$ cat src/source/kv_pkg.sv
package kv_pkg;

	// request fields
	typedef logic [31:0] hash_t;
	typedef logic [95:0] key_t;
	typedef logic [31:0] value_t;
	typedef logic [3:0]  op_t;
	typedef logic [3:0]  flag_t;

	// direct-mapped table, one way per slot
	localparam int TABLE_DEPTH = 1024;
	localparam int TABLE_AW    = $clog2(TABLE_DEPTH);

	typedef logic [TABLE_AW-1:0] table_addr_t;

	// entry age in timer ticks
	typedef logic [15:0] stamp_t;

	// opcodes, only bits [1:0] are decoded
	localparam op_t OP_GET = 4'd0;
	localparam op_t OP_SET = 4'd1;
	localparam op_t OP_DEL = 4'd2;

	// one-hot response codes, miss is all zero
	localparam flag_t FLAG_MISS    = 4'd0;
	localparam flag_t FLAG_HIT     = 4'd1;
	localparam flag_t FLAG_STORED  = 4'd2;
	localparam flag_t FLAG_DELETED = 4'd4;
	localparam flag_t FLAG_EXPIRED = 4'd8;

	// clk156 cycles per tick
	localparam int TICK_DIV    = 16;
	localparam int PRESCALE_W  = $clog2(TICK_DIV);

	// 64 ticks, roughly 1024 cycles
	localparam stamp_t EXPIRE_AGE = 16'd64;

	// read is issued on the strobe, check follows one cycle later
	typedef enum logic [0:0] {
		IDLE,
		CHECK
	} lookup_state_e;

endpackage

$ cat src/source/lookup_fsm.sv
`timescale 1ns/10ps

module lookup_fsm (
	input  logic                 clk156,
	input  logic                 rst,
	input  logic                 in_valid,
	input  kv_pkg::op_t          in_op,
	input  kv_pkg::hash_t        in_hash,
	input  kv_pkg::key_t         in_key,
	input  kv_pkg::value_t       in_value,
	output logic                 rd_en,
	output logic                 wr_en,
	output logic                 clr_en,
	output logic                 check,
	output kv_pkg::op_t          req_op,
	output kv_pkg::table_addr_t  req_addr,
	output kv_pkg::key_t         req_key,
	output kv_pkg::value_t       req_value
);

	import kv_pkg::*;

	lookup_state_e state;
	logic          accept;

	// a strobe during CHECK is dropped
	assign accept = in_valid && (state == IDLE);

	always_ff @(posedge clk156) begin
		if (rst) begin
			state <= IDLE;
		end else begin
			case (state)
				IDLE:    state <= accept ? CHECK : IDLE;
				CHECK:   state <= IDLE;
				default: state <= IDLE;
			endcase
		end
	end

	// request latch
	always_ff @(posedge clk156) begin
		if (accept) begin
			req_op    <= in_op;
			req_addr  <= in_hash[TABLE_AW-1:0];
			req_key   <= in_key;
			req_value <= in_value;
		end
	end

	// store reads the slot at the strobe edge
	assign rd_en  = accept;
	assign check  = (state == CHECK);
	assign wr_en  = check && (req_op[1:0] == OP_SET[1:0]);
	assign clr_en = check && (req_op[1:0] == OP_DEL[1:0]);

	// sender leaves one idle cycle after each request
	a_min_spacing: assert property (@(posedge clk156) disable iff (rst)
		accept |=> !in_valid);

endmodule

$ cat config.mk
export PLATFORM = sky130hd
export DESIGN_NAME = lookup_fsm
export DESIGN_NICKNAME = d
export VERILOG_FILES = /design/src/source/kv_pkg.sv /design/src/source/lookup_fsm.sv
export SDC_FILE = /design/constraint.sdc
export NUM_CORES = 1
export LEC_CHECK = 0
export BUFFER_PORTS_ARGS = -buffer_cell sky130_fd_sc_hd__clkbuf_2
export CORE_MARGIN = 1
export CORE_UTILIZATION = 25
export DETAILED_ROUTE_END_ITERATION = 6
export PLACE_DENSITY = 0.55
export SLEW_MARGIN = 20
export SYNTH_ARGS = -nofsm -noshare
export SYNTH_HDL_FRONTEND = slang
export SYNTH_SLANG_ARGS = --single-unit
$ cat constraint.sdc
create_clock -name clk156 -period 15.8 [get_ports clk156]
set_input_delay 0.79 -clock clk156 [delete_from_list [all_inputs] [get_ports clk156]]
set_output_delay 0.79 -clock clk156 [all_outputs]
set_load 0.01 [all_outputs]
### Word level (Yosys, flattened, before mapping)

Index checks and enable logic that the tools add are counted.

* bits in registers: 143
* latch bits: 0
* memory bits (writable): 0
* memory bits (read-only): 0
* input port bits: 167
* output and inout bits: 146
* logic and storage cells: 13
* memories kept: 0

* $add $sub $neg: 0
* multipliers: 0
* divide/modulo/power cells: 0
* $lt $le $gt $ge: 0
* eq/ne operators: 2
* shift operators: 0
* multiplexer cells: 2
* bitwise gates (word level): 1
* reduce and logical (&&, ||, !) cells: 3

Operators by type and width (count)
* $logic_and A1 B1 Y1: 3
* $eq A2 B1 Y1 const B: 1
* $eq A2 B2 Y1 const B: 1
* $pmux W1 S2: 1
* $mux W1: 1
* $not A1 Y1: 1

### Longest topological paths before layout

* depth after elaboration: 4
* mapped depth: 1
* mapped depth without buffers: 1

### Worst setup path before layout

Ideal clock, no wire load.

* path type: input to output
* start point: input in_valid
* end point: output rd_en
* arrival time: 7061 ps
* required time: 15010 ps
* setup slack: 7949 ps
* cell stages on the path: 1
* path through: nor2b_1

* cells in the longest elaborated chain, start to end: 1

RTL lines
* from (decl): RTL line lookup_fsm.sv:6 `input logic in_valid,`
* $logic_and A1 B1 Y1: RTL line lookup_fsm.sv:27 `assign accept = in_valid && (state == IDLE);`
* to (decl): RTL line lookup_fsm.sv:11 `output logic rd_en,`

Every way passes these cells.

### Worst setup path after layout

* start point: input in_valid
* end point: register req_key[66], enable pin

* cells in the longest elaborated chain, start to end: 1

RTL lines
* $logic_and A1 B1 Y1: RTL line lookup_fsm.sv:27
* to (signal assigned): RTL line lookup_fsm.sv:46 `req_key <= in_key;`
* to (decl): RTL line lookup_fsm.sv:17 `output kv_pkg::key_t req_key,`

Every way passes these cells.
A chain may end at the register's enable or synchronous reset.

==> flow_summary.json <==
{
  "grt_pass1_wl_microns": 14900,
  "drc": 0,
  "ys_ff_latch": 143,
  "vias_per_cell": 3.88,
  "seq_area_frac_synth_pct": 99.2,
  "dpl.hpwl_microns": 7670,
  "yosys.area.top_type_share_pct": 98.7,
  "final_hold_viol_count": 0,
  "synth_area_sq_um": 4320,
  "critPathKind": "primary input to flop",
  "grt-ovfl-total": 0,
  "period_needed_ps": 2530,
  "antenna_found_initial": 0,
  "wire_per_inst_microns": 14.6,
  "final-max-slew-violation-count": 0,
  "cp_max_fo": 74,
  "grt_setup_unrepaired": "false",
  "htree_levels": 4,
  "drtIter0Drc": 154,
  "relSlewSlack_pct": 39.3,
  "synthesis.instances": 147,
  "coreArea_sq_um": 16700,
  "worstSkewPairLatency_ps": 410,
  "final_nets": 625,
  "power_mw": 0.887,
  "setup_viol": 0,
  "start_util_pct": 25.9,
  "die_y_microns": 133,
  "critical_path_arrival_ps": 2570,
  "outcome": "completed",
  "fin_setup_tns_ps": 0,
  "setup_slack_ps": 13270,
  "synth.net_count": 314,
  "grt_usage_pct": 11.6,
  "clock_skew_ps": 4.38,
  "holdWs_ps": 547,
  "crit_family": "buffers and inverters",
  "ant_nets": 0,
  "crit_slowest_cell": "buf_4",
  "hold_buffers": 0,
  "pre_cts_slack_ps": 12770,
  "path_cells": "clkbuf_2 -> nor2b_4 -> buf_4 -> buf_4",
  "gp_congestion": 0.714,
  "p_leak_nw": 2.88,
  "post-cts-setup-buffer-count": 0,
  "yosysWarnings": 0,
  "chipWidth_microns": 133,
  "finalWirelength_microns": 10100,
  "first_pass_iters": 4,
  "ios": 313,
  "vias": 2679,
  "cts_tree": "done",
  "cp_num_buf_inv": 3,
  "syn_avg_cell_area_sq_um": 29.4,
  "worst_setup_path_end_kind": "flop",
  "synth_area_leaders": "edfxtp_1 (99%), dfxtp_1 (0.46%), and3b_1 (0.41%), nor3b_2 (0.29%), nor2b_1 (0.14%)",
  "start_kind": "primary input",
  "tightest_slew_ps": 911,
  "fin_crit_sh_pct": 16.0,
  "critPathMostFrequentCell": "buf_4",
  "cap_violations": 0,
  "synth.largest_area_cell": "edfxtp_1",
  "portBuffers": 290,
  "clock-root-buffer": "clkbuf_16",
  "postCtsResizedCells": 0,
  "diodes": 0,
  "clock_path_buffers": 2,
  "power_density_nw_per_um2": 134,
  "die_area_sq_um": 17800,
  "cp.required_ps": 15840,
  "synth_cell_types": 5,
  "max_stage_delay_ps": 800,
  "hp-class": "flop to flop",
  "clk_pin_slew_worst_paths_ps": 60,
  "grt_pass1_vias": 2749,
  "area_growth_pct": 53.4,
  "final_layout_size_suffix_gt1_share_pct": 68.3,
  "timing.fmax_mhz": 395,
  "clock_sinks": 143,
  "fin_util_pct": 39.7,
  "cts_inserted_buffers": 17,
  "peakVddDrop_mv": 0.0672,
  "fp-row-count": 47,
  "grt_max_degree": 75
}
==> sequential cells by signal, summed over array words and instances, names as in the netlist <==
register   cells
check          1
req_addr      10
req_value     32
req_op         4
req_key       96
==> cells in the final DEF (no fill, tap or decap), types with 2 or more instances in the layout <==
cell	count
clkinv_4	3
clkbuf_16	17
clkbuf_2	290
and3b_1	2
clkinvlp_4	2
clkinv_2	3
buf_4	2
bufinv_16	2
edfxtp_1	142
clkbuf_1	4
==> report_power, final <==
group / switching (mW) / leakage, nW / total, mW / internal [mW]
registers: 0.00603 / 1.37 / 0.450 / 0.444
logic: 0.0334 / 1.24 / 0.0597 / 0.0263
clock network: 0.146 / 0.267 / 0.377 / 0.231
total: 0.185 / 2.88 / 0.887 / 0.702
==> final cells by class <==
class | count | area [sq um]
repair buffers | 292 | 1470
multi-input cells | 4 | 43.8
flip-flops and latches | 143 | 4280
clock buffers | 21 | 440
well taps | 220 | 275
clock inverters | 10 | 116
fillers | 1561 | 10100
==> layer usage <==
layer	track usage, %	share of wire (%)
met5	0	0
met4	7.51	2.7
met3	5.29	10
met2	18.4	50
met1	12.5	37
==> synth_stat cells (all sizes together) <==
cell type / instances
and3b: 2
dfxtp: 1
edfxtp: 142
nor2b: 1
nor3b: 1
==> path summary, 6_finish.rpt <==
kind / start / to / slack [ps] / cells after the start
max: in_valid / req_key[66] / 13270 / 4
max reg2reg: check / req_key[66] / 13380 / 3
min: check / check / 550 / 1
min reg2reg: check / check / 550 / 1
==> per-stage QoR <==
step	std cells	instance area (sq um)
6_report	690	6630
2_1_floorplan	147	4320
5_1_grt	690	6630
3_3_place_gp	659	6070
3_5_place_dp	659	6070
4_1_cts	690	6630
==> kinds of logic (layout without fill, tap and decap cells) <==
group,after synthesis,in the layout,share of synthesized area [%]
simple gates,4,4,0.840
flops,143,143,99.2
buf+inv,0,323,0
(Power assumes the default switching activity.)
