File: src/source/kv_pkg.sv
package kv_pkg;

	// request fields
	typedef logic [31:0] hash_t;
	typedef logic [95:0] key_t;
	typedef logic [31:0] value_t;
	typedef logic [3:0]  op_t;
	typedef logic [3:0]  flag_t;

	// direct-mapped table, one way per slot
	localparam int TABLE_DEPTH = 1024;
	localparam int TABLE_AW    = $clog2(TABLE_DEPTH);

	typedef logic [TABLE_AW-1:0] table_addr_t;

	// entry age in timer ticks
	typedef logic [15:0] stamp_t;

	// opcodes, only bits [1:0] are decoded
	localparam op_t OP_GET = 4'd0;
	localparam op_t OP_SET = 4'd1;
	localparam op_t OP_DEL = 4'd2;

	// one-hot response codes, miss is all zero
	localparam flag_t FLAG_MISS    = 4'd0;
	localparam flag_t FLAG_HIT     = 4'd1;
	localparam flag_t FLAG_STORED  = 4'd2;
	localparam flag_t FLAG_DELETED = 4'd4;
	localparam flag_t FLAG_EXPIRED = 4'd8;

	// clk156 cycles per tick
	localparam int TICK_DIV    = 16;
	localparam int PRESCALE_W  = $clog2(TICK_DIV);

	// 64 ticks, roughly 1024 cycles
	localparam stamp_t EXPIRE_AGE = 16'd64;

	// read is issued on the strobe, check follows one cycle later
	typedef enum logic [0:0] {
		IDLE,
		CHECK
	} lookup_state_e;

endpackage

File: src/source/tick_timer.sv
`timescale 1ns/10ps

module tick_timer (
	input  logic            clk156,
	input  logic            rst,
	output kv_pkg::stamp_t  stamp
);

	import kv_pkg::*;

	logic [PRESCALE_W-1:0] pre_cnt;
	logic                  tick;

	// one-cycle enable every TICK_DIV cycles
	assign tick = (pre_cnt == PRESCALE_W'(TICK_DIV - 1));

	always_ff @(posedge clk156) begin
		if (rst) begin
			pre_cnt <= '0;
		end else if (tick) begin
			pre_cnt <= '0;
		end else begin
			pre_cnt <= pre_cnt + 1'b1;
		end
	end

	// free running, wraps at 16 bits
	always_ff @(posedge clk156) begin
		if (rst) begin
			stamp <= '0;
		end else if (tick) begin
			stamp <= stamp + 1'b1;
		end
	end

endmodule

File: config.mk
export PLATFORM = sky130hd
export DESIGN_NAME = tick_timer
export DESIGN_NICKNAME = d
export VERILOG_FILES = /design/src/source/kv_pkg.sv /design/src/source/tick_timer.sv
export SDC_FILE = /design/constraint.sdc
export NUM_CORES = 1
export LEC_CHECK = 0
export BUFFER_PORTS_ARGS = -buffer_cell sky130_fd_sc_hd__buf_4
export CAP_MARGIN = 10
export CORE_MARGIN = 2
export CORE_UTILIZATION = 30
export DETAILED_ROUTE_END_ITERATION = 6
export GPL_ROUTABILITY_DRIVEN = 0
export PLACE_DENSITY_LB_ADDON = 0.3
export SYNTH_ARGS = -nofsm -noshare
export SYNTH_HDL_FRONTEND = slang
export SYNTH_SLANG_ARGS = --single-unit
File: constraint.sdc
create_clock -name clk156 -period 4.65 [get_ports clk156]
set_input_delay 0.6975 -clock clk156 [delete_from_list [all_inputs] [get_ports clk156]]
set_output_delay 0.6975 -clock clk156 [all_outputs]
set_load 0.02 [all_outputs]
# After elaboration in Yosys (flattened, before gate mapping)
# Index checks and enable logic that the tools add are counted.
dict set report totals {
  reg_bits 20
  inputBits 2
  out_inout_bits 16
}
dict set report classes {
  n_addsub 2
  eq_ne 1
  n_reduce_logical 1
}
# operator count
set op_table {}
lappend op_table {{$add 16x1->16 const B} 1}
lappend op_table {{$add 4x1->4 const B} 1}
lappend op_table {{$eq 4x4->1 const B} 1}
lappend op_table {{$reduce_or 2->1} 1}

# Depth between registers and ports, before layout
# Gate-level depths: netlist of run 1.
dict set report depth {
  depth_word 2
  ltp_mapped 6
}

# Worst setup path after synthesis of run 1
# No wires, ideal clock.
dict set report synth_timing {
  path_type {reg2reg}
  start {register stamp[0]}
  end {register stamp[10]}
  t_arrival_ns 1.493
  required_time_ns 4.522
  path_slack_ns 3.029
  path_stages_with_launch 6
  path_buffers 0
  synth_period_minus_slack_ns 1.621
  path_cell_list {dfxtp_1 ha_1 nand4_1 nor4_1 xnor2_1 nor2_1}
}
dict set report synth_between {
  elab_chain_cells 1
}
# element line_no
set synth_rtl {}
lappend synth_rtl {{start, declared} tick_timer.sv:6} ;# output kv_pkg::stamp_t stamp
lappend synth_rtl {{start signal, assigned} tick_timer.sv:32} ;# stamp <= stamp + 1'b1;
lappend synth_rtl {{$add 16x1->16} tick_timer.sv:32}
# No other way between the ends.
# A chain may end at the register's enable or synchronous reset.

# Final worst setup path of run 1
dict set report layout_timing {
  start {register pre_cnt[0]}
  end {register stamp[13]}
}
dict set report layout_between {
  elab_chain_cells 1
}
# element line_no
set layout_rtl {}
lappend layout_rtl {{start, declared} tick_timer.sv:11} ;# logic [PRESCALE_W-1:0] pre_cnt;
lappend layout_rtl {{start signal, assigned} tick_timer.sv:23} ;# pre_cnt <= pre_cnt + 1'b1;
lappend layout_rtl {{$eq 4x4->1} tick_timer.sv:15} ;# assign tick = (pre_cnt == PRESCALE_W'(TICK_DIV - 1));
# No other way between the ends.

==> flow_summary.json, run 1 <==
{
  "status": "complete, no violations",
  "grt_max_degree": 21,
  "netlist_area_um2": 876,
  "yosysTopAreaCell": "dfxtp_1",
  "cts_tree": "yes",
  "synth-adder-area-share": 0.0286,
  "worstSetupPathType": "flop to flop",
  "end_kind": "flop",
  "crit_required_ns": 4.88,
  "worstPathMaxFanout": 9,
  "hold_path_depth": 2,
  "wl_mm": 1.74,
  "ys_warn_count": 0,
  "num-fill-cells": 301,
  "grt_pass1_wl_mm": 3.04,
  "grt_pass1_vias": 721,
  "synthSimpleGateAreaFrac": 0.291,
  "relSlewSlack": 0.772,
  "rsz0062_at_grt": "false",
  "grt-ovfl-total": 0,
  "holdPathEnd": "stamp[15]",
  "syn_inst": 99,
  "hold_buffers": 0,
  "num_io_pins": 18,
  "crit_start": "pre_cnt[0]",
  "syn_nets": 103,
  "cap_violations": 0,
  "drc": 0,
  "diodes": 0,
  "cts_resized": 0,
  "synth_edf_count": 0,
  "synth-compound-area-share": 0.0829,
  "num_rows": 19,
  "cts_buffer_depth": 2,
  "fp.dieArea_um2": 3370,
  "place_hpwl_mm": 1.30,
  "use_met1": 0.142,
  "first_pass_iters": 4,
  "avgSynthCellArea_um2": 8.85,
  "synth_cell_type_count": 23,
  "drt_iter0_drc": 12,
  "cellLeakagePower_nw": 0.367,
  "synth-main-ff-cell": "dfxtp_1",
  "fin_crit_sh": 0.390,
  "yosysMostFrequentCell": "dfxtp_1",
  "worst-r2r-cell-count": 5,
  "setup_violations": 0,
  "hold_viol_final": 0,
  "fmax_mhz": 551,
  "postCtsSetupRepairBufs": 0,
  "cts_root_buf": "clkbuf_4",
  "worst_pin_slew_ns": 0.340,
  "io_buffer_count": 17,
  "antenna_found_initial": 0,
  "hp-class": "flop to flop",
  "synthXorXnorAreaFrac": 0.110,
  "dr_total_vias": 731,
  "yosysTopAreaCellShare": 0.457,
  "finalSetupTns_ns": 0,
  "drv_slew": 0,
  "chipHeight_um": 58.0,
  "start_kind": "flop",
  "cts_buffers": 3,
  "chipWidth_um": 58.0,
  "r2r_slack_ns": 2.84,
  "routed_via_density": 4.97,
  "muxShareOfSynthArea": 0,
  "p_total_mw": 0.262,
  "nets": 122,
  "ys_async_sr_fraction": 0,
  "min-delay-start": "stamp[15]",
  "min_period_ns": 1.81,
  "synth_area_leaders": "dfxtp_1 (46%), xnor2_1 (8.0%), nor2_1 (4.7%)",
  "grtUsageTotal": 0.118,
  "clock-sinks": 20,
  "yosysSeqAreaShare": 0.457,
  "core_um2": 2760,
  "start_util": 0.318,
  "ys_seq_elements": 20,
  "worstReg2RegStart": "pre_cnt[0]",
  "syn_to_final_growth_pct": 19.9,
  "path_clk_slew_ns": 0.10,
  "synth_top_family_by_area": "simple AND/OR/NAND/NOR gates",
  "finClkSkew_ns": 0.00230,
  "arrival_ns": 2.05,
  "ir_worst_vdd_v": 0.000201,
  "use_met3": 0.0469,
  "wl_per_cell_um": 11.8,
  "worst_slack_ns": 2.84,
  "pre_cts_slack_ns": 2.86,
  "use_met2": 0.193,
  "clkLatencyLatePin_ns": 0.29,
  "htree_levels": 1,
  "rr_endpoint": "stamp[13]",
  "grt-busiest-layer": "met2",
  "drive_above_1_share": 0.190,
  "ant_nets": 0,
  "ys_top_cells_by_count": "dfxtp_1 (20), nor2_1 (11), a21oi_1 (8), xnor2_1 (8), nand4_1 (6)",
  "power_density_nw_per_um2": 250
}
[cell type report]
class	count	area (um^2)	share of cell area
multi-input combinational	73	449	0.428
sequential	20	400	0.381
timing repair buffer	17	128	0.122
tap	31	38.8	0.0369
clock buffer	3	22.5	0.0215
inverter	3	11.3	0.0107
[worst max path at each step]
| stage | slack [ns] | cells past startpoint | end |
|---|---|---|---|
| floorplan | 3.03 | 5 | stamp[10] |
| global placement | 2.89 | 5 | stamp[13] |
| detailed placement | 2.86 | 5 | stamp[13] |
| CTS | 2.82 | 5 | stamp[13] |
| global route | 2.67 | 5 | stamp[13] |
| finish | 2.84 | 5 | stamp[13] |
[metrics by stage]
| stage | instance area (um^2) | std cells | util | hold slack (ns) |
|---|---|---|---|---|
| floorplan | 876 | 99 | - | 0.452 |
| global placement | 1030 | 144 | 0.373 | 0.472 |
| detailed placement | 1030 | 144 | 0.373 | 0.480 |
| CTS | 1050 | 147 | 0.381 | 0.496 |
| global route | 1050 | 147 | 0.381 | 0.528 |
| finish | 1050 | 147 | 0.381 | 0.492 |
[per-layer routing]
metal | wire (um) | vias to the layer above
li1 | - | 390
met1 | 807 | 326
met2 | 839 | 13
met3 | 75 | 2
met4 | 18 | 0
met5 | 0 | -
[state kept, by name, summed over array words and instances, names as in the netlist]
signal,flops
pre_cnt,4
stamp,16
[cell usage in the layout, fill, tap and decap left out, drive strengths merged, types with 2 or more instances in the layout]
cell / netlist / layout
dfxtp: 20 / 20
buf: 1 / 17
nor2: 11 / 11
a21oi: 8 / 8
xnor2: 8 / 8
nand4: 6 / 6
nand3: 6 / 6
nand2: 5 / 5
o21ai: 5 / 5
nor3: 4 / 4
or3: 4 / 4
inv: 3 / 3
nor4: 3 / 3
xor2: 3 / 3
clkbuf: 2 / 3
and3: 2 / 2
and4: 2 / 2
ha: 2 / 2
[where the power goes]
group	switching [mW]	internal, mW
combinational	0.00447	0.00310
clock	0.0486	0.0301
sequential	0.00220	0.173
[worst max-delay path, stage by stage, from the launching register on]
cell and delay [ns]:
dfxtp_1 0.38, ha_1 0.28, and3_1 0.39, nand3_2 0.14, or4_1 0.41, a21oi_1 0.15
[logic make-up (layout without fill, tap and decap cells)]
group / after synthesis / count (layout)
AND/OR/NAND/NOR: 46 / 46
flip-flops: 20 / 20
AO/OA/AOI/OAI: 14 / 14
XOR/XNOR: 11 / 11
buffers and inverters: 6 / 23
adder cells (fa/ha/maj): 2 / 2
(Power assumes the default switching activity.)
==> inputs of run 2 (changes only) <==
Settings changed: ABC_AREA set to 1.
Clock period 4.65 ns to 1.79 ns, I/O delays scaled along.
==> run 2 against run 1 <==
Net effect: sequential power grew to 2.6 times the previous value; total power grew to 2.8 times the previous value; die area grew 11%; highest routed layer unchanged; clock-buffer cell count grew 1; critical endpoint is now stamp[7]; cell area grew 14%; area after synthesis grew 12%; first-iteration DRC count grew 83%; clock skew grew 0.0052 ns; maximum frequency grew 28%; final cell count grew 39%; via count grew 24%.
==> flow_summary.json, run 2 <==
{
  "finClkSkew_ns": 0.00749,
  "dr_wl_met3_um": 95,
  "instances_no_fill": 205,
  "reg_top3": "stamp: 16 flops, pre_cnt: 4 flops",
  "design_area_um2": 1200,
  "pre_cts_slack_ns": 0.372,
  "clkLatencyLatePin_ns": 0.30,
  "routed_via_density": 4.41,
  "r2r_slack_ns": 0.38,
  "dr_total_vias": 905,
  "min_period_ns": 1.41,
  "start_kind": "flop",
  "hold_viol_final": 0,
  "yosysTopAreaCell": "dfxtp_1",
  "ant_nets": 0,
  "wl_met2_um": 995,
  "cellLeakagePower_nw": 0.517,
  "ir_worst_vdd_v": 0.000388,
  "worstReg2RegStart": "pre_cnt[0]",
  "synth_area_leaders": "dfxtp_1 (41%), nand2_1 (11%), nor2_1 (10%)",
  "ys_async_sr_fraction": 0,
  "postCtsSetupRepairBufs": 0,
  "fin_crit_sh": 0.789,
  "fmax_mhz": 708,
  "rsz0062_at_grt": "false",
  "setup_violations": 0,
  "chipWidth_um": 61.3,
  "syn_nets": 145,
  "swShare": 0.213,
  "netlist_area_um2": 983,
  "num_rows": 20,
  "ys_warn_count": 0,
  "cts_root_buf": "clkbuf_4",
  "crit_required_ns": 2.00,
  "ys_top_cells_by_count": "nand2_1 (30), nor2_1 (27), dfxtp_1 (20)",
  "grt_pass1_wl_mm": 3.48,
  "postPlaceCellArea_um2": 1160,
  "post-route-util": 0.389,
  "cts_resized": 0,
  "power_frac_comb": 0.032,
  "seq_power_share": 0.613,
  "synth-main-ff-cell": "dfxtp_1",
  "worst_pin_slew_ns": 0.379,
  "final_cell_mix": "nand2_1 (30), nor2_1 (27), dfxtp_1 (20), inv_1 (17), buf_4 (17)",
  "nets": 166,
  "yosysSeqAreaShare": 0.407,
  "path_clk_slew_ns": 0.11,
  "cap_violations": 0,
  "p_total_mw": 0.741,
  "wl_per_cell_um": 10.3,
  "syn_to_final_growth_pct": 21.8,
  "min-delay-start": "rst",
  "grt_max_degree": 14,
  "hold_buffers": 0,
  "htree_levels": 1,
  "status": "complete, no violations",
  "drc": 0,
  "worstSetupPathType": "flop to flop",
  "largest_register_ffs": 16,
  "intPower_mw": 0.583,
  "wl_mm": 2.10,
  "rr_endpoint": "stamp[7]",
  "arrival_ns": 1.63,
  "drive_above_1_share": 0.205,
  "hp-class": "input port to flop",
  "cts_buffer_depth": 2,
  "worst_hold_slack_ns": 0.165,
  "cts_tree": "yes",
  "place_hpwl_mm": 1.63,
  "highest_layer": "met4",
  "avgSynthCellArea_um2": 6.97,
  "power_density_nw_per_um2": 619,
  "diodes": 0,
  "syn_inst": 141,
  "clock-sinks": 20,
  "final_common_cell": "nand2_1",
  "end_kind": "flop",
  "holdPathEnd": "stamp[9]",
  "worstPathMaxFanout": 8,
  "drv_slew": 0,
  "relSlewSlack": 0.747,
  "io_buffer_count": 17,
  "grt-ovfl-total": 0,
  "synth_edf_count": 0,
  "clkPwrFrac": 0.355,
  "first_pass_iters": 4,
  "grtUsageTotal": 0.126,
  "yosysMostFrequentCell": "nand2_1",
  "num_io_pins": 18,
  "drt_iter0_drc": 22,
  "cts_buffers": 3,
  "wl_met1_um": 997,
  "chipHeight_um": 61.3,
  "regMostFlops": "stamp",
  "worst-r2r-cell-count": 8,
  "core_um2": 3080,
  "synth_cell_type_count": 23,
  "p_sw_mw": 0.158,
  "antenna_found_initial": 0,
  "ys_seq_elements": 20,
  "yosysTopAreaCellShare": 0.407,
  "worst_slack_ns": 0.377,
  "start_util": 0.320,
  "finalSetupTns_ns": 0,
  "place_inst": 201,
  "fp.dieArea_um2": 3750,
  "hold_path_depth": 2,
  "grt_pass1_vias": 853
}
[run 2: cell types whose count changed after synthesis, moves of 4 or more]
cell / change
nor2_1: +16
xnor2_1: -8
inv_1: +14
nand2_1: +25
nand3_1: +5
or3_1: -4
[run 2: cells by family (layout without fill, tap and decap cells)]
kind of cell	after synthesis	count (layout)	synth area share
fa+ha+maj	2	2	0.0254
flops	20	20	0.407
compound gates	15	15	0.0763
buf+inv	20	40	0.0776
simple gates	83	83	0.405
xor+xnor	1	1	0.00891
[run 2: layout make-up]
type / instances / area, um^2
Timing Repair Buffer: 17 / 128
Tap cell: 44 / 55.1
Inverter: 19 / 71.3
Multi-Input combinational cell: 101 / 507
Sequential cell: 20 / 400
Fill cell: 348 / 1880
Clock buffer: 4 / 36.3
[run 2: power groups by stage]
stage	Combinational, mW	Clock, mW	Sequential [mW]
global placement	0.0234	0	0.465
CTS	0.0240	0.279	0.455
finish	0.0235	0.263	0.455
floorplan	0.0172	0	0.464
detailed placement	0.0240	0	0.465
global route	0.0275	0.296	0.456
[run 2: how the worst max path moves through the flow]
stage                     startpoint   endpoint  slack, ns
final                     pre_cnt[0]   stamp[7]       0.38
after global routing      pre_cnt[0]  stamp[11]       0.21
after detailed placement  pre_cnt[0]   stamp[7]       0.37
after CTS                 pre_cnt[0]   stamp[7]       0.36
after floorplan             stamp[1]  stamp[14]       0.51
after global placement    pre_cnt[0]   stamp[7]       0.42
[run 2: per-layer routing]
metal / GRT usage / up-vias
li1: - / 486
met1: 0.153 / 403
met2: 0.208 / 14
met3: 0.0483 / 2
met4: 0.0373 / 0
met5: 0 / -
[run 2: worst max-delay path, stage by stage (launching register included)]
cell and delay, ns:
dfxtp_1 0.37, ha_1 0.23, nand2_2 0.09, nor2_4 0.16, nand2_4 0.09, nor2_8 0.14, nand2_2 0.07, o21ai_1 0.12
nor2_1 0.05
