## config.mk

```make
export PLATFORM = sky130hd
export DESIGN_NAME = entry_judge
export DESIGN_NICKNAME = d
export VERILOG_FILES = /design/src/source/kv_pkg.sv /design/src/source/entry_judge.sv
export SDC_FILE = /design/constraint.sdc
export NUM_CORES = 1
export LEC_CHECK = 0
export ABC_AREA = 1
export BUFFER_PORTS_ARGS = -buffer_cell sky130_fd_sc_hd__buf_2
export CAP_MARGIN = 5
export CORE_MARGIN = 2
export CORE_UTILIZATION = 31
export CTS_CLUSTER_DIAMETER = 60
export CTS_CLUSTER_SIZE = 8
export DETAILED_ROUTE_END_ITERATION = 6
export HOLD_SLACK_MARGIN = 0.05
export PLACE_DENSITY = 0.59
export SYNTH_ARGS = -nofsm -noshare
export SYNTH_HDL_FRONTEND = slang
export SYNTH_SLANG_ARGS = --single-unit
```

## constraint.sdc

```tcl
create_clock -name clk156 -period 2.95 [get_ports clk156]
set_input_delay 0.59 -clock clk156 [delete_from_list [all_inputs] [get_ports clk156]]
set_output_delay 0.59 -clock clk156 [all_outputs]
set_load 0.01 [all_outputs]
```

## src/source/kv_pkg.sv

```systemverilog
package kv_pkg;

	// request fields
	typedef logic [31:0] hash_t;
	typedef logic [95:0] key_t;
	typedef logic [31:0] value_t;
	typedef logic [3:0]  op_t;
	typedef logic [3:0]  flag_t;

	// direct-mapped table, one way per slot
	localparam int TABLE_DEPTH = 1024;
	localparam int TABLE_AW    = $clog2(TABLE_DEPTH);

	typedef logic [TABLE_AW-1:0] table_addr_t;

	// entry age in timer ticks
	typedef logic [15:0] stamp_t;

	// opcodes, only bits [1:0] are decoded
	localparam op_t OP_GET = 4'd0;
	localparam op_t OP_SET = 4'd1;
	localparam op_t OP_DEL = 4'd2;

	// one-hot response codes, miss is all zero
	localparam flag_t FLAG_MISS    = 4'd0;
	localparam flag_t FLAG_HIT     = 4'd1;
	localparam flag_t FLAG_STORED  = 4'd2;
	localparam flag_t FLAG_DELETED = 4'd4;
	localparam flag_t FLAG_EXPIRED = 4'd8;

	// clk156 cycles per tick
	localparam int TICK_DIV    = 16;
	localparam int PRESCALE_W  = $clog2(TICK_DIV);

	// 64 ticks, roughly 1024 cycles
	localparam stamp_t EXPIRE_AGE = 16'd64;

	// read is issued on the strobe, check follows one cycle later
	typedef enum logic [0:0] {
		IDLE,
		CHECK
	} lookup_state_e;

endpackage

```

## src/source/entry_judge.sv

```systemverilog
`timescale 1ns/10ps

module entry_judge (
	input  logic            clk156,
	input  logic            rst,
	input  logic            check,
	input  logic            rd_valid,
	input  kv_pkg::op_t     req_op,
	input  kv_pkg::key_t    req_key,
	input  kv_pkg::key_t    rd_key,
	input  kv_pkg::value_t  rd_value,
	input  kv_pkg::stamp_t  rd_stamp,
	input  kv_pkg::stamp_t  stamp,
	output logic            out_valid,
	output kv_pkg::flag_t   out_flag,
	output kv_pkg::value_t  out_value
);

	import kv_pkg::*;

	stamp_t age;
	logic   key_match;
	logic   expired;
	flag_t  next_flag;
	value_t next_value;

	// modulo difference, correct across stamp wrap
	assign age       = stamp - rd_stamp;
	assign key_match = rd_valid && (rd_key == req_key);
	assign expired   = (age >= EXPIRE_AGE);

	always_comb begin
		next_value = '0;
		if (req_op[1:0] == OP_SET[1:0]) begin
			next_flag = FLAG_STORED;
		end else if (req_op[1:0] == OP_DEL[1:0]) begin
			next_flag = FLAG_DELETED;
		end else if (key_match && !expired) begin
			next_flag  = FLAG_HIT;
			next_value = rd_value;
		end else if (key_match) begin
			next_flag = FLAG_EXPIRED;
		end else begin
			// empty slot or another key sits there
			next_flag = FLAG_MISS;
		end
	end

	always_ff @(posedge clk156) begin
		if (rst) begin
			out_valid <= 1'b0;
		end else begin
			out_valid <= check;
		end
	end

	always_ff @(posedge clk156) begin
		if (check) begin
			out_flag  <= next_flag;
			out_value <= next_value;
		end
	end

	// one response pulse per request
	a_single_pulse: assert property (@(posedge clk156) disable iff (rst)
		out_valid |=> !out_valid);

endmodule

```

### After elaboration in Yosys (flattened, before gate mapping)

Index checks and enable logic that the tools add are counted.

| word-level totals | value |
|---|---|
| bits in registers | 37 |
| bits of input ports | 264 |
| output and inout bits | 37 |
| word-level logic and storage cells | 20 |

| operators by class | value |
|---|---|
| add/sub/neg operators | 1 |
| order comparisons | 1 |
| eq/ne operators | 3 |
| muxes and demuxes | 3 |
| bitwise gates (word level) | 1 |
| reductions and logical operators | 6 |

Operator list:

| cell | count |
|---|---|
| == test 96 bit | 1 |
| >= comparator 16 x 7 -> 1 bit (second input constant) | 1 |
| subtractor 16 bit | 1 |
| 2-to-1 mux 3 bit | 2 |
| OR reduction 3 bit | 2 |
| 2-to-1 mux 4 bit | 1 |
| == test 2 x 1 -> 1 bit (second input constant) | 1 |
| == test 2 bit (second input constant) | 1 |
| logical AND 1 bit | 2 |
| OR reduction 2 bit | 1 |
| zero test 1 bit | 1 |
| NOT 1 bit | 1 |

### Longest topological paths before layout

Gate-level depths: netlist (run 1).

| logic depth | value |
|---|---|
| word-level depth | 6 |
| gate-level depth with buffers | 17 |
| mapped depth without buffers | 16 |

### Least setup slack after synthesis (run 1)

OpenSTA, ideal clock, no wires.

| timing path | value |
|---|---|
| kind | input -> register |
| start | input stamp[0] |
| end | register out_value[0] (data pin) |
| library setup time | 0.135 ns |
| arrival time | 2.310 ns |
| data required time | 2.815 ns |
| path slack | 0.505 ns |
| stages on the path | 16 |
| path buffers | 1 |
| path through | inv_1 -> ha_1 -> fa_1 -> inv_1 -> nand3_1 -> nand2_1 -> nand2_1 -> nand2_1 -> xnor2_1 -> nand2_1 -> nor2_1 -> nand3_1 -> nor2_4 -> nand3_4 -> buf_6 -> nor2_2 |

| between the ends | value |
|---|---|
| cells in the longest elaborated chain, start to end | 6 |

RTL lines:

| item | RTL line | RTL |
|---|---|---|
| start, declared | entry_judge.sv:13 | `input kv_pkg::stamp_t stamp,` |
| subtractor 16 bit | entry_judge.sv:28 | `assign age = stamp - rd_stamp;` |
| >= comparator 16 x 7 -> 1 bit | entry_judge.sv:30 | `assign expired = (age >= EXPIRE_AGE);` |
| zero test 1 bit | entry_judge.sv:38 | `end else if (key_match && !expired) begin` |
| logical AND 1 bit | entry_judge.sv:38 |  |
| NOT 1 bit (no source line) | n/a |  |
| OR reduction 3 bit (no source line) | n/a |  |
| end signal, assigned | entry_judge.sv:60 | `out_value <= next_value;` |
| end, declared | entry_judge.sv:16 | `output kv_pkg::value_t out_value` |

Every way passes these cells.
A chain may end at the register's enable or synchronous reset.

### Final worst setup path (run 1)

| timing path | value |
|---|---|
| start | input rd_stamp[0] |
| end | register out_value[5] (data pin) |

| between the ends | value |
|---|---|
| cells in the longest elaborated chain, start to end | 6 |

RTL lines:

| item | RTL line | RTL |
|---|---|---|
| start, declared | entry_judge.sv:12 | `input kv_pkg::stamp_t rd_stamp,` |
| subtractor 16 bit | entry_judge.sv:28 |  |
| >= comparator 16 x 7 -> 1 bit | entry_judge.sv:30 |  |
| zero test 1 bit | entry_judge.sv:38 |  |
| logical AND 1 bit | entry_judge.sv:38 |  |
| NOT 1 bit (no source line) | n/a |  |
| OR reduction 3 bit (no source line) | n/a |  |

Every way passes these cells.

==> PnR_summary.wiki, run 1 <==
{| class="wikitable"
! Metric !! Value
|-
| Type of origin of the critical path || primary input
|-
| Pwr/cell area || around 300 nW/um2
|-
| Sw Ratio || around 29%
|-
| # clock sinks || 37
|-
| Endpoints failing hold || 0
|-
| Flop and latch count out of synthesis || 37
|-
| Kind of path behind the tightest hold check || primary input to register
|-
| Clock tree from TritonCTS || done
|-
| Initial Util || between 30% and 40%
|-
| Tmin final || 2.54 ns
|-
| Clock share of power || around a third
|-
| Count of hold buffers inserted by post-cts repair || 0
|-
| Detailed-route via count || ~5,000
|-
| Leakage component of the power || 3.98 nW
|-
| Final Util || 45.1%
|-
| Logic gate share of total power || 33.8%
|-
| Number of nets with antenna violations after detailed routing || 0
|-
| Buffer cell driving the clock tree root || clkbuf_16
|-
| Switching power || between 500 and 600 uW
|-
| CP required || 3.09 ns
|-
| # Max-Cap Violations || 0
|-
| Crit-path max FO || 21
|-
| Maximum number of pins on one net before global-route repair || 38
|-
| RSZ-0062 raised after global routing || false
|-
| Number of instances in the synthesized netlist || between 700 and 800
|-
| Area inside the core boundary || between 10,000 and 15,000 um2
|-
| Avg Inst Size Synth || approximately 5.7 um2
|-
| Maximum clock rate || 394 MHz
|-
| Clock H-tree levels || 2
|-
| Number of failing setup endpoints in the final timing report || 0
|-
| Post-CTS Repair Setup Buffers || 0
|-
| Critical hold path startpoint || rst
|-
| Kind of critical path || primary input to register
|-
| Starting DRT DRC Count || between 200 and 250
|-
| Standard cell area after detailed placement || approximately 6000 um2
|-
| Drt via density || slightly above 4
|-
| Type of element capturing the critical path || register
|-
| Buffers on Ports || 298
|-
| Total Nets Final || roughly 1,300
|-
| Worst hold path cell count || 2
|-
| Remaining DRCs || 0
|-
| Antenna Cells || 0
|-
| Most used cells in the layout excluding fill and tap cells || buf_2, nand2_1, inv_1
|-
| Chip height || about 120 um
|-
| Clk buf depth || 2
|-
| Routed wirelength normalized by instance count || between 10 and 15 um
|-
| Area growth from synthesis to final layout || 43.9%
|-
| Busiest metal layer after global routing || met2
|-
| Post-synthesis cell area || about 4300 um2
|-
| GRT Util Overall || between 10% and 20%
|-
| Portion of the clock cycle consumed by the worst path in the final layout || between 80 and 90%
|-
| Ratio of cells with drive above 1 in the final layout || between 30% and 40%
|-
| Detailed Routing Iterations Pass 1 || 6
|-
| Number of cell rows || 43
|-
| Final Wtd Congestion || 0.879
|-
| Via count of the first global-routing pass || about 4,700
|-
| Number of placed I/O pins || 301
|-
| First-pass GRT wire length || 20,800 um
|-
| Number of CTS-inserted buffers || 5
|-
| Highest ir drop seen on vdd || ~0.24 mV
|-
| Worst relative slew slack || 46.0%
|-
| Post-cts sizing count || 0
|-
| Internal power contribution || between 1 and 1.5 mW
|-
| Status || finished, final reports clean
|-
| Final wirelength || 13,300 um
|-
| Worst hold path endpoint || out_valid
|-
| Half-perimeter wire length after placement || around 12,000 um
|-
| Met3 track demand over resource in global routing || approximately 3.3%
|-
| Warnings, synthesis || 0
|-
| Post-route setup TNS || 0 ns
|-
| Met1 layer usage reported by global route || between 20% and 30%
|-
| Count of distinct cell types in the synthesized netlist || 26
|-
| Max-slew violation count || 0
|-
| Met2 routing resource usage after global routing || between 30% and 40%
|-
| Part of the Yosys area used for sequential elements || approximately a quarter
|-
| Transition time at the pin with the least slew margin || approximately 0.8 ns
|-
| GRT overflow || 0
|-
| Flop pwr share || 32.7%
|-
| Post-route design area || about 6000 um2
|-
| Syn_nets || a little over 1,000
|-
| Number of antenna violations at the first check in global routing || 0
|-
| Most common cell after layout, fill and taps aside || buf_2
|-
| Floorplan die area || between 10,000 and 15,000 um2
|-
| Critical path data arrival time || between 2 and 3 ns
|-
| Clock edge transition at the registers on the reported setup and hold paths || roughly 0.06 ns
|-
| Die outline width || between 100 and 150 um
|}
per-stage QoR:
step,worst slack [ns],power [mW],hold WS [ns],cells
after floorplan,0.505,0.952,0.661,755
after global placement,0.128,1.25,0.748,1232
after detailed placement,0.111,1.25,0.759,1232
after CTS,0.388,1.88,0.458,1240
after global routing,0.167,2.00,0.455,1240
final,0.413,1.86,0.464,1240
cell type report:
cell class                 count  area, um2
inverter                     225        845
sequential                    37       1100
fill                        1542       7530
multi-input combinational    490       2320
clock inverter                 2       37.5
tap                          180        225
timing repair buffer         300       1520
clock buffer                   6        139
how the worst max path moves through the flow:
| stage | startpoint | to |
|---|---|---|
| floorplan | stamp[0] | out_value[0] |
| global placement | rd_stamp[0] | out_value[14] |
| detailed placement | rd_stamp[0] | out_value[5] |
| CTS | rd_stamp[0] | out_value[5] |
| global route | stamp[0] | out_value[7] |
| finish | rd_stamp[0] | out_value[5] |
worst max-delay path: stages:
cell     delay (ns)
buf_2          0.10
ha_1           0.24
fa_1           0.38
inv_1          0.08
nand3_1        0.06
nand2_1        0.12
nand2_1        0.06
nand2_1        0.07
xnor2_1        0.11
nand2_1        0.06
nor2_1         0.12
nand3_1        0.12
nor2_4         0.14
nand3_4        0.14
buf_12         0.19
nor2_1         0.10
power groups by stage:
stage          clock, mW  sequential, mW  combinational, mW
6_report           0.622           0.608              0.627
3_5_place_dp           0           0.619              0.631
2_1_floorplan          0           0.636              0.316
4_1_cts            0.632           0.608              0.635
5_1_grt            0.665           0.610              0.723
3_3_place_gp           0           0.618              0.627
synthesized netlist by cell type:
cell type  count  area share [%]
xnor2_1       18             3.7
ha_1          17             4.9
nand2_1      269              23
nor2_4         1            0.26
a21oi_1       12             1.4
nor2_2        25             3.6
fa_1           1            0.47
nor3_1         3            0.35
nand3b_1       2            0.35
nand3_4        1            0.41
nor2_1        75             6.6
o21bai_1       2            0.35
nand4_1        8             1.2
dfxtp_1        1            0.47
xor2_1         2            0.41
buf_6          3            0.79
inv_2          1           0.087
nand3_1       19             2.2
edfxtp_1      36              25
a21oi_2        1            0.20
o21ai_1        1            0.12
o22ai_1        1            0.15
inv_1        224              20
nand2_2        1            0.15
and3_2         1            0.17
o21ai_0       30             3.5
layer usage:
layer  vias to the layer above  part of all wire [%]
met3                        24                   6.3
met2                       163                    48
met1                      2043                    43
li1                       2790                     -
met4                         0                   2.3
met5                         -                     0
state kept, by name, indices dropped and copies added (netlist names):
| signal | cells |
|---|---|
| out_value | 32 |
| out_flag | 4 |
| out_valid | 1 |
kinds of logic after synthesis:
group,synth area share [%]
simple gates,38.7
buf+inv,20.4
fa+ha+maj,5.41
xor+xnor,4.08
flops,25.6
compound gates,5.71
No activity file was read; power rests on OpenSTA's default activity.
==> run 2: changes to the inputs <==
--- a/config.mk
+++ b/config.mk
@@ -13,8 +13,8 @@
 export CTS_CLUSTER_DIAMETER = 60
 export CTS_CLUSTER_SIZE = 8
 export DETAILED_ROUTE_END_ITERATION = 6
-export HOLD_SLACK_MARGIN = 0.05
 export PLACE_DENSITY = 0.59
+export RECOVER_POWER = 100
 export SYNTH_ARGS = -nofsm -noshare
 export SYNTH_HDL_FRONTEND = slang
 export SYNTH_SLANG_ARGS = --single-unit
==> PnR_summary.wiki, run 2 (synthesis gave the netlist of run 1 again) <==
{| class="wikitable"
! Metric !! Value
|-
| Kind of path behind the tightest hold check || primary input to register (unchanged)
|-
| GRT Util Overall || 17.6% (unchanged)
|-
| Failing checks || max-capacitance violations, max-slew violations
|-
| Most used cell, CP || nand2_1 (unchanged)
|-
| Number of failing setup endpoints in the final timing report || 0 (unchanged)
|-
| Clock H-tree levels || 2 (unchanged)
|-
| Ratio of cells with drive above 1 in the final layout || 27.0% (was 32.0%)
|-
| Most common cell after layout, fill and taps aside || nand2_1 (was buf_2)
|-
| Starting DRT DRC Count || 216 (was 220)
|-
| Total Nets Final || 1,341 (unchanged)
|-
| # Max-Cap Violations || 1 (was 0)
|-
| Leakage component of the power || 3.87 nW (was 3.98 nW)
|-
| Clk buf depth || 2 (unchanged)
|-
| Total instance count after detailed placement || 1,232 (unchanged)
|-
| Endpoints failing hold || 0 (unchanged)
|-
| Worst hold slack across all endpoints || 0.464 ns (about the same)
|-
| Area growth from synthesis to final layout || 41.9% (was 43.9%)
|-
| Number of CTS-inserted buffers || 5 (unchanged)
|-
| Transition time at the pin with the least slew margin || 1.98 ns (was 0.810 ns)
|-
| Max-slew violation count || 38 (was 0)
|-
| Post-placement setup slack || 0.111 ns (unchanged)
|-
| Most used cells in the layout excluding fill and tap cells || nand2_1, buf_2, inv_1 (was buf_2, nand2_1, inv_1)
|-
| Via count of the first global-routing pass || 4,694 (unchanged)
|-
| Worst relative slew slack || -31.8% (was 46.0%)
|-
| Final Wtd Congestion || 0.879 (unchanged)
|-
| Number of nets with antenna violations after detailed routing || 0 (unchanged)
|-
| Pwr/cell area || 304 nW/um2 (was 300 nW/um2)
|-
| Largest registers || out_value: 32 flops, out_flag: 4 flops, out_valid: 1 flops (unchanged)
|-
| Critical path data arrival time || 2.69 ns (was 2.68 ns)
|-
| Maximum number of pins on one net before global-route repair || 38 (unchanged)
|-
| Final wirelength || 13,400 um (was 13,300 um)
|-
| Critical hold path startpoint || rst (unchanged)
|-
| Detailed-route via count || 5,047 (was 5,020)
|-
| Number of flip-flops under the largest register name || 32 (unchanged)
|-
| Clock edge transition at the registers on the reported setup and hold paths || 0.06 ns (about the same)
|-
| Floorplan die area || 14,800 um2 (unchanged)
|-
| Crit-path max FO || 7 (was 21)
|-
| RSZ-0062 raised after global routing || false (unchanged)
|-
| Critical Path Slowest Stage Cell || fa_1 (unchanged)
|-
| Tmin final || 2.55 ns (was 2.54 ns)
|-
| Remaining DRCs || 0 (unchanged)
|-
| Antenna Cells || 0 (unchanged)
|-
| Portion of the clock cycle consumed by the worst path in the final layout || 86.4% (was 86.0%)
|-
| Kind of critical path || primary input to register (unchanged)
|-
| Number of antenna violations at the first check in global routing || 0 (unchanged)
|-
| CP required || 3.09 ns (about the same)
|-
| GRT overflow || 0 (unchanged)
|-
| Register bank with the most flops || out_value (unchanged)
|-
| Delay contributed by the slowest stage of the critical path || 0.38 ns (about the same)
|-
| Status || finished with violations (was finished, final reports clean)
|-
| Chip height || 122 um (unchanged)
|-
| Number of buffer and inverter instances along the worst setup path || 3 (unchanged)
|-
| Highest ir drop seen on vdd || 0.253 mV (was 0.245 mV)
|-
| Half-perimeter wire length after placement || 12,000 um (unchanged)
|-
| Critical path, cell by cell || buf_2 -> ha_1 -> fa_1 -> inv_1 -> nand3_1 -> nand2_1 -> nand2_1 -> nand2_1 -> xnor2_1 -> nand2_1 -> nor2_1 -> nand3_1 -> nor2_4 -> nand3_4 -> clkbuf_2 -> nor2_1 (was buf_2 -> ha_1 -> fa_1 -> inv_1 -> nand3_1 -> nand2_1 -> nand2_1 -> nand2_1 -> xnor2_1 -> nand2_1 -> nor2_1 -> nand3_1 -> nor2_4 -> nand3_4 -> buf_12 -> nor2_1)
|-
| Post-CTS Repair Setup Buffers || 0 (unchanged)
|-
| Buffers on Ports || 298 (unchanged)
|-
| Launching instance or port of the critical path || rd_stamp[0] (unchanged)
|-
| Detailed Routing Iterations Pass 1 || 6 (unchanged)
|-
| Die outline width || 122 um (unchanged)
|-
| Clock tree from TritonCTS || done (unchanged)
|-
| Type of element capturing the critical path || register (unchanged)
|-
| Number of placed I/O pins || 301 (unchanged)
|-
| First-pass GRT wire length || 20,800 um (unchanged)
|-
| Non-Filler Instances || 1,240 (unchanged)
|-
| Buffer cell driving the clock tree root || clkbuf_16 (unchanged)
|-
| Maximum clock rate || 392 MHz (was 394 MHz)
|-
| # clock sinks || 37 (unchanged)
|-
| Initial Util || 31.3% (unchanged)
|-
| Number of cell rows || 43 (unchanged)
|-
| Count of hold buffers inserted by post-cts repair || 0 (unchanged)
|-
| Post-route setup TNS || 0 ns (unchanged)
|-
| Type of origin of the critical path || primary input (unchanged)
|-
| Routed wirelength normalized by instance count || 10.8 um (was 10.7 um)
|-
| Area inside the core boundary || 13,700 um2 (unchanged)
|-
| Drt via density || 4.07 (was 4.05)
|-
| Least setup slack across all paths after layout || 0.402 ns (was 0.413 ns)
|-
| Top Family by Delay on Critical Path || simple AND/OR/NAND/NOR gates (unchanged)
|-
| Post-cts sizing count || 0 (unchanged)
|}
==> run 2: changes by cell type in the layout (fill, tap and decap cells not counted), sizes merged <==
cell / before / now
buf: 300 / 260
clkbuf: 6 / 46
==> run 2: worst paths after layout <==
kind       endpoint  slack, ns  depth (start not counted)
max   out_value[13]       0.40                         16
min       out_valid       0.46                          2
==> run 2: stage by stage <==
| step | total power, mW | area [um2] | utilization [%] |
|---|---|---|---|
| 3_5_place_dp | 1.25 | 6010 | 43.8 |
| 2_1_floorplan | 0.952 | 4300 | - |
| 3_3_place_gp | 1.25 | 6010 | 43.8 |
| 6_report | 1.85 | 6100 | 44.5 |
| 4_1_cts | 1.88 | 6180 | 45.1 |
| 5_1_grt | 1.99 | 6100 | 44.5 |
==> run 2: layout make-up <==
class                   count  area [um2]
fillers                  1568        7620
clock buffers               6         139
multi-input cells         490        2280
flip-flops and latches     37        1100
repair buffers            300        1470
inverters                 225         845
clock inverters             2        37.5
well taps                 180         225
==> run 2: report_power, final <==
group	total, mW	leakage [nW]	switching (mW)	internal [mW]
registers	0.610	0.350	0.00649	0.603
logic	0.619	3.44	0.337	0.281
clock network	0.623	0.0831	0.202	0.421
==> run 2: metal layers <==
layer,wire [um],up-vias,track usage (%)
li1,-,2792,-
met1,5810,2061,21.8
met2,6420,170,31.1
met3,852,24,3.32
met4,299,0,4.53
met5,0,-,0
